<file path="src/logic/rvPkg.sv">
package rvPkg;

    // machine widths
    localparam int XLEN = 32;
    localparam int REG_COUNT = 32;
    localparam int REG_ADDR_W = $clog2(REG_COUNT);

    // instruction RAM geometry in words
    localparam int IM_DEPTH = 256;
    localparam int IM_ADDR_W = $clog2(IM_DEPTH);

    // base opcodes
    localparam logic [6:0] OP_LUI = 7'b0110111;
    localparam logic [6:0] OP_AUIPC = 7'b0010111;
    localparam logic [6:0] OP_JAL = 7'b1101111;
    localparam logic [6:0] OP_JALR = 7'b1100111;
    localparam logic [6:0] OP_BRANCH = 7'b1100011;
    localparam logic [6:0] OP_LOAD = 7'b0000011;
    localparam logic [6:0] OP_STORE = 7'b0100011;
    localparam logic [6:0] OP_IMM = 7'b0010011;
    localparam logic [6:0] OP_REG = 7'b0110011;

    // branch conditions in funct3
    localparam logic [2:0] F3_BEQ = 3'b000;
    localparam logic [2:0] F3_BNE = 3'b001;
    localparam logic [2:0] F3_BLT = 3'b100;
    localparam logic [2:0] F3_BGE = 3'b101;
    localparam logic [2:0] F3_BLTU = 3'b110;
    localparam logic [2:0] F3_BGEU = 3'b111;

    typedef logic [XLEN-1:0] wordT;
    typedef logic [31:0] instrT;
    typedef logic [REG_ADDR_W-1:0] regAddrT;
    typedef logic [IM_ADDR_W-1:0] imAddrT;
    typedef logic [2:0] funct3T;
    typedef logic [1:0] aluSrcT;
    typedef logic [1:0] aluOpT;
    typedef logic [2:0] immSelT;

    // addi x0,x0,0
    localparam instrT NOP_INSTR = 32'h0000_0013;

    // immediate kinds, zero means no immediate
    localparam immSelT IMM_NONE = 3'd0;
    localparam immSelT IMM_I = 3'd1;
    localparam immSelT IMM_S = 3'd2;
    localparam immSelT IMM_B = 3'd3;
    localparam immSelT IMM_U = 3'd4;
    localparam immSelT IMM_J = 3'd5;

    // operand A sources
    localparam aluSrcT SRC1_RS1 = 2'd0;
    localparam aluSrcT SRC1_PC = 2'd1;
    localparam aluSrcT SRC1_ZERO = 2'd2;

    // operand B sources
    localparam aluSrcT SRC2_RS2 = 2'd0;
    localparam aluSrcT SRC2_IMM = 2'd1;
    localparam aluSrcT SRC2_FOUR = 2'd2;

    // ALU classes, EX refines with funct3/funct7
    localparam aluOpT ALU_ADD = 2'd0;
    localparam aluOpT ALU_BRANCH = 2'd1;
    localparam aluOpT ALU_REG = 2'd2;
    localparam aluOpT ALU_IMM = 2'd3;

    typedef struct packed {
        logic jump;
        logic jumpReg;
        logic branch;
        logic memRead;
        logic memWrite;
        logic memToReg;
        logic regWrite;
        aluSrcT aluSrc1;
        aluSrcT aluSrc2;
        aluOpT aluOp;
        immSelT immSel;
    } ctrlT;

    typedef struct packed {
        wordT immI;
        wordT immS;
        wordT immB;
        wordT immU;
        wordT immJ;
    } immSetT;

    typedef struct packed {
        logic valid;
        wordT pc;
        instrT instr;
    } ifIdT;

    typedef struct packed {
        logic regWrite;
        regAddrT rd;
        wordT data;
    } wbT;

    typedef struct packed {
        logic valid;
        wordT pc;
        wordT rs1Data;
        wordT rs2Data;
        wordT imm;
        regAddrT rs1;
        regAddrT rs2;
        regAddrT rd;
        funct3T funct3;
        logic [6:0] funct7;
        ctrlT ctrl;
    } idExT;

endpackage

</file>
<file path="src/logic/ifIdRegister.sv">
`timescale 1ns/1ps

module ifIdRegister (
    input logic clk,
    input logic rstN,
    input logic stall,
    input logic flush,
    input rvPkg::wordT pc,
    input rvPkg::instrT instr,
    output rvPkg::ifIdT ifId
);
    import rvPkg::*;

    // empty slot carries a NOP word
    localparam ifIdT BUBBLE = '{valid: 1'b0, pc: '0, instr: NOP_INSTR};

    always_ff @(posedge clk or negedge rstN) begin
        if (!rstN) begin
            ifId <= BUBBLE;
        end else if (flush) begin
            // kill the wrong-path fetch
            ifId <= BUBBLE;
        end else if (!stall) begin
            ifId <= '{valid: 1'b1, pc: pc, instr: instr};
        end
        // stall keeps the held instruction
    end

    // redirect is suppressed by the PC unit while stalled
    aNoFlushInStall: assert property (
        @(posedge clk) disable iff (!rstN) stall |-> !flush
    ) else $error("flush raised during stall");

endmodule

</file>
<file path="config.mk">
export PLATFORM = sky130hd
export DESIGN_NAME = ifIdRegister
export DESIGN_NICKNAME = d
export VERILOG_FILES = /design/src/logic/rvPkg.sv /design/src/logic/ifIdRegister.sv
export SDC_FILE = /design/constraint.sdc
export NUM_CORES = 1
export LEC_CHECK = 0
export BUFFER_PORTS_ARGS = -buffer_cell sky130_fd_sc_hd__buf_2
export CAP_MARGIN = 25
export CORE_AREA = 2 2 77 79
export DETAILED_ROUTE_END_ITERATION = 16
export DIE_AREA = 0 0 79 81
export GPL_ROUTABILITY_DRIVEN = 0
export PLACE_DENSITY = 0.79
export SYNTH_ARGS = -nofsm -noshare
export SYNTH_HDL_FRONTEND = slang
export SYNTH_SLANG_ARGS = --single-unit
</file>
<file path="constraint.sdc">
create_clock -name clk -period 1.9 [get_ports clk]
set_input_delay 0.095 -clock clk [delete_from_list [all_inputs] [get_ports clk]]
set_output_delay 0.095 -clock clk [all_outputs]
set_load 0.01 [all_outputs]
</file>
==> impl_metrics.py, run 1 <==
metrics = {
    "timing": {
        "final_hold_viol_count": 0,
        "grt_setup_unrepaired": "no",
        "fin_crit_sh_pct": 57.0,
        "setup_viol": 0,
        "fmax_mhz": 923,
        "tns_ns": 0,
        "drv_slew": 0,
        "clock_skew_ns": 0,
        "slew_headroom_pct": 62.3,
        "min_period_ns": 1.08,
        "worst_pin_slew_ns": 0.566,
    },
    "finish": {
        "final_nets": 424,
        "largest_register_ff_count": 65,
        "diodes": 0,
        "final-instance-count-excl-fill": 436,
        "post_route_cells_drive_above_1_share_pct": 43.2,
        "final_util_pct": 65.1,
        "design_area_um2": 3690,
        "final_cell_mix": "buf_2 (131), dfrtp_1 (62), mux2i_1 (61), nor2_1 (61), dlygate4sd3_1 (13)",
        "syn_to_final_growth_pct": 38.5,
        "largest-register": "ifId",
        "reg_top3": "ifId: 65 flops",
        "layout_commonest_cell": "buf_2",
    },
    "placed_design": {
        "dp_hpwl_mm": 3.95,
        "port_buffers": 132,
        "place_area_um2": 3340,
        "dp_cells": 407,
    },
    "drt": {
        "vias": 2033,
        "wire_per_inst_um": 13.1,
        "drc": 0,
        "dr.pass1.iters": 4,
        "drt_iter0_drc": 42,
        "drt-vias-per-instance": 4.66,
        "drtAntennaViolNets": 0,
        "wirelength_mm": 5.70,
    },
    "global_route": {
        "grt_remaining_overflow": 0,
        "grt_pass1_wl_mm": 8.81,
        "antenna_found_initial": 0,
        "grt.total_usage_pct": 18.1,
        "grt_max_degree": 37,
        "grt_pass1_vias": 1944,
    },
    "clock_tree": {
        "clk_pin_slew_ns": 0.07,
        "ctsHoldBuffers": 13,
        "clock_sinks": 65,
        "cts_inserted_buffers": 9,
        "htree_levels": 3,
        "post_cts_resized": 0,
        "cts_tree": "yes",
        "insertion_delay_ns": 0.32,
        "cts.path.max_buffers": 2,
        "root_buffer": "clkbuf_8",
        "cts_setup_buffers": 0,
    },
    "worst_setup_path": {
        "cp_top_family": "flip-flops",
        "crit_chain": "buf_2",
        "worstSetupPathType": "flip-flop to output pin",
        "critPathMaxStageDelay_ns": 0.53,
        "critPathCaptureType": "output pin",
        "crit_path_start_kind": "flip-flop",
        "slowest_stage": "dfstp_2",
        "cp_data_arrival_time_ns": 0.99,
        "rr_worst_depth": 2,
        "cp.depth": 1,
        "worstPathRequired_ns": 1.80,
        "critPathMaxFanout": 2,
        "critical_path_buf_inv_count": 1,
    },
    "floorplan": {
        "die_h_um": 81,
        "coreArea_um2": 5680,
        "initial_core_util_pct": 47.0,
        "io-pin-count": 133,
        "dieArea_um2": 6400,
        "rows": 28,
        "die_w_um": 79,
    },
    "synthesis": {
        "syn_inst": 210,
        "synth.top_cell.area_share_pct": 58.2,
        "ys_seq_area_share_pct": 61.2,
        "syn_area_per_cell_um2": 12.7,
        "synth_top_area_cell": "dfrtp_1",
        "synth_area_leaders": "dfrtp_1 (58%), mux2i_1 (23%), nor2_1 (8.6%), dfstp_2 (3.0%), buf_8 (2.8%)",
        "netlist_area_um2": 2670,
        "yosys_warnings": 0,
        "synth-seq-cells": 65,
        "ys_types": 15,
        "synth_fp_nets": 278,
    },
    "power": {
        "p_per_area_nw_per_um2": 863,
        "ir_drop_v": 0.000622,
        "leakagePower_nw": 2.13,
    },
    "flow_run": {
        "cap_violations": 0,
    },
    "hold_path": {
        "hold_path_class": "input pin to flip-flop",
        "hold_depth": 3,
    },
    "run_status": {
        "status": "completed",
    },
}
metal layers:
| layer | part of all wire, % | GRT usage, % |
|---|---|---|
| met2 | 52 | 30.8 |
| met3 | 5.7 | 3.56 |
| met4 | 2.0 | 10.3 |
| met5 | 0 | 0 |
| met1 | 40 | 21.4 |
cell type report:
type / instances / area [um^2]
Multi-Input combinational cell: 129 / 890
Clock buffer: 9 / 124
Fill cell: 480 / 1980
Tap cell: 75 / 93.8
Timing Repair Buffer: 150 / 856
Clock inverter: 7 / 95.1
Sequential cell: 65 / 1630
Inverter: 1 / 3.75
cell families (layout without fill, tap and decap cells):
kind of cell	after synthesis	in the layout	synth area share (%)
AOI/OAI and AO/OA	4	4	1.17
buffers and inverters	16	167	5.45
DFF	65	65	61.2
muxes	61	61	22.9
and+or+nand+nor	64	64	9.30
Yosys cell counts (all sizes together):
master,count
a211o,3
a21oi,1
buf,10
clkbuf,5
dfrtp,62
dfstp,3
inv,1
mux2i,61
nor2,61
nor2b,3
power breakdown:
part / internal [W] / switching (W) / leakage (nW)
logic: 0.000211 / 0.000221 / 1.17
registers: 0.00147 / 0.0000389 / 0.854
clock network: 0.000738 / 0.000514 / 0.109
total: 0.00241 / 0.000774 / 2.13
final timing paths:
check | start | endpoint | slack [ns]
worst min register to register | ifId[31] | ifId[31] | 0.52
worst max-delay path | ifId[4] | ifId[4] | 0.82
worst max register to register | ifId[35] | ifId[35] | 1.16
min in group asynchronous | rstN | ifId[39] | 0.27
max in group asynchronous | rstN | ifId[27] | 0.96
worst min-delay path | instr[20] | ifId[20] | 0.01
metrics by stage:
stage | total power [W] | hold slack [ns] | worst slack, ns
global route | 0.00333 | 0.00420 | 0.784
global placement | 0.00193 | 0.0506 | 0.728
detailed placement | 0.00195 | 0.0510 | 0.676
finish | 0.00319 | 0.0114 | 0.817
floorplan | 0.00175 | -0.201 | 1.08
CTS | 0.00322 | 0.000184 | 0.796
(Power assumes the default switching activity.)
==> run 2: changes to the inputs <==
--- a/config.mk
+++ b/config.mk
@@ -7,11 +7,11 @@
 export LEC_CHECK = 0
 export BUFFER_PORTS_ARGS = -buffer_cell sky130_fd_sc_hd__buf_2
 export CAP_MARGIN = 25
-export CORE_AREA = 2 2 77 79
+export CORE_AREA = 2 2 80 82
 export DETAILED_ROUTE_END_ITERATION = 16
-export DIE_AREA = 0 0 79 81
+export DIE_AREA = 0 0 82 84
 export GPL_ROUTABILITY_DRIVEN = 0
-export PLACE_DENSITY = 0.79
+export PLACE_DENSITY = 0.74
 export SYNTH_ARGS = -nofsm -noshare
 export SYNTH_HDL_FRONTEND = slang
 export SYNTH_SLANG_ARGS = --single-unit
==> constraint.sdc (replaced) <==
create_clock -name clk -period 1.1 [get_ports clk]
set_input_delay 0.055 -clock clk [delete_from_list [all_inputs] [get_ports clk]]
set_output_delay 0.055 -clock clk [all_outputs]
set_load 0.01 [all_outputs]
==> run 2 against run 1 <==
  * Register-to-register slack got worse by 0.81 ns
  * Hold slack improved by 0.012 ns
  * Via count increased by 11%
  * Sequential power increased by 73%
  * First-iteration DRC count increased by 110%
  * Largest cell class unchanged
  * Largest power group unchanged
==> impl_metrics.py, run 2 (synthesized netlist as in run 1, its figures left out) <==
metrics = {
    "hold_path": {
        "hold_path_class": "input pin to flip-flop",
    },
    "timing": {
        "fmax_mhz": 962,
        "worst_pin_slew_ns": 0.340,
        "drv_slew": 0,
        "grt_setup_unrepaired": "no",
        "slew_headroom_pct": 77.3,
        "clock_skew_ns": 0,
        "setup_ws_ns": 0.0604,
        "min_period_ns": 1.04,
        "tns_ns": 0,
        "setup_viol": 0,
        "final_hold_viol_count": 0,
        "holdWs_ns": 0.0238,
        "fin_crit_sh_pct": 94.5,
    },
    "power": {
        "ir_drop_v": 0.000767,
        "sw_frac_of_total_pct": 24.8,
        "power_frac_clock_pct": 33.4,
        "p_seq_share_pct": 49.6,
        "leakagePower_nw": 2.33,
        "switchingPower_w": 0.00130,
        "p_int_w": 0.00395,
        "p_per_area_nw_per_um2": 1260,
        "p_comb_share_pct": 17.0,
    },
    "clock_tree": {
        "cts_inserted_buffers": 9,
        "cts_tree": "yes",
        "cts.path.max_buffers": 2,
        "insertion_delay_ns": 0.32,
        "htree_levels": 3,
        "clock_sinks": 65,
        "root_buffer": "clkbuf_8",
        "post_cts_resized": 0,
        "clk_pin_slew_ns": 0.07,
        "cts_setup_buffers": 0,
    },
    "run_status": {
        "status": "completed",
    },
    "drt": {
        "drt-vias-per-instance": 4.65,
        "drt_iter0_drc": 90,
        "wirelength_mm": 6.32,
        "wire_per_inst_um": 13.0,
        "dr.pass1.iters": 4,
        "drtAntennaViolNets": 0,
        "drc": 0,
        "vias": 2259,
    },
    "floorplan": {
        "die_h_um": 84,
        "coreArea_um2": 6100,
        "die_w_um": 82,
        "initial_core_util_pct": 43.7,
        "io-pin-count": 133,
        "rows": 29,
        "dieArea_um2": 6890,
    },
    "finish": {
        "layout_commonest_cell": "buf_2",
        "final_cell_mix": "buf_2 (131), dfrtp_1 (62), mux2i_1 (61), nor2_1 (61), dlygate4sd3_1 (60)",
        "largest_register_ff_count": 65,
        "diodes": 0,
        "syn_to_final_growth_pct": 55.8,
        "final_nets": 472,
        "reg_top3": "ifId: 65 flops",
        "final-instance-count-excl-fill": 486,
        "largest-register": "ifId",
        "post_route_cells_drive_above_1_share_pct": 37.9,
        "final_util_pct": 68.1,
    },
    "placed_design": {
        "post-place-ws_ns": 0.211,
        "port_buffers": 132,
        "dp_hpwl_mm": 3.83,
        "dp_cells": 410,
    },
    "worst_setup_path": {
        "critical_path_buf_inv_count": 1,
        "cp_data_arrival_time_ns": 0.98,
        "crit_chain": "buf_2",
        "cp_top_family": "flip-flops",
        "critPathMaxStageDelay_ns": 0.54,
        "worstPathRequired_ns": 1.04,
        "critPathMaxFanout": 2,
        "worstSetupPathType": "flip-flop to output pin",
        "slowest_stage": "dfstp_2",
        "crit_path_start_kind": "flip-flop",
        "critPathCaptureType": "output pin",
    },
    "global_route": {
        "grt.total_usage_pct": 19.7,
        "grt_max_degree": 66,
        "grt_remaining_overflow": 0,
        "grt_pass1_wl_mm": 10.4,
        "grt_pass1_vias": 2398,
        "antenna_found_initial": 0,
    },
    "flow_run": {
        "cap_violations": 0,
    },
}
[run 2: cell types whose count changed in the layout (fill, tap and decap cells not counted)]
| cell | change |
|---|---|
| clkbuf_1 | +2 |
| clkinv_4 | -2 |
| buf_4 | -1 |
| bufinv_16 | -2 |
| dlygate4sd3_1 | +47 |
| clkbuf_8 | +2 |
| clkinv_2 | +1 |
| buf_12 | +2 |
| clkinvlp_4 | -1 |
[run 2: what timing repair did]
item,in CTS,in global routing
endpoints found under the setup margin,0,0
hold buffers,60,0
hold endpoints to repair,121,0
[run 2: final timing paths]
check | end | cells past startpoint | startpoint | slack, ns
setup / recovery | ifId[0] | 1 | ifId[0] | 0.06
setup reg to reg | ifId[28] | 2 | ifId[28] | 0.35
min in group asynchronous | ifId[47] | 3 | rstN | 0.27
hold / removal | ifId[45] | 3 | pc[13] | 0.02
hold reg to reg | ifId[62] | 2 | ifId[62] | 0.52
max in group asynchronous | ifId[1] | 3 | rstN | 0.50
[run 2: metal layers]
layer / global-route usage [%] / vias up / wire [um]
met5: 0 / - / 0
li1: - / 1083 / -
met2: 35.4 / 76 / 3230
met4: 6.36 / 0 / 80
met1: 21.8 / 1092 / 2600
met3: 5.52 / 8 / 410
[run 2: through the flow]
step                      instance area [um^2]  power, W
after global routing                      4150   0.00554
after floorplan                           2670   0.00303
after detailed placement                  3380   0.00338
after CTS                                 4150   0.00533
final                                     4150   0.00525
after global placement                    3380   0.00336
[run 2: power groups by stage]
stage	Clock [W]	Sequential, W	Combinational, W
4_1_cts	0.00183	0.00260	0.000896
5_1_grt	0.00194	0.00262	0.000983
6_report	0.00176	0.00260	0.000893
2_1_floorplan	0	0.00271	0.000319
3_5_place_dp	0	0.00264	0.000732
3_3_place_gp	0	0.00264	0.000718
[run 2: final cells by class]
cell class,instances,area [um^2]
repair buffers,198,1360
clock inverters,3,15.0
clock buffers,13,159
inverters,1,3.75
multi-input cells,129,890
flip-flops and latches,65,1630
fillers,471,1940
well taps,77,96.3
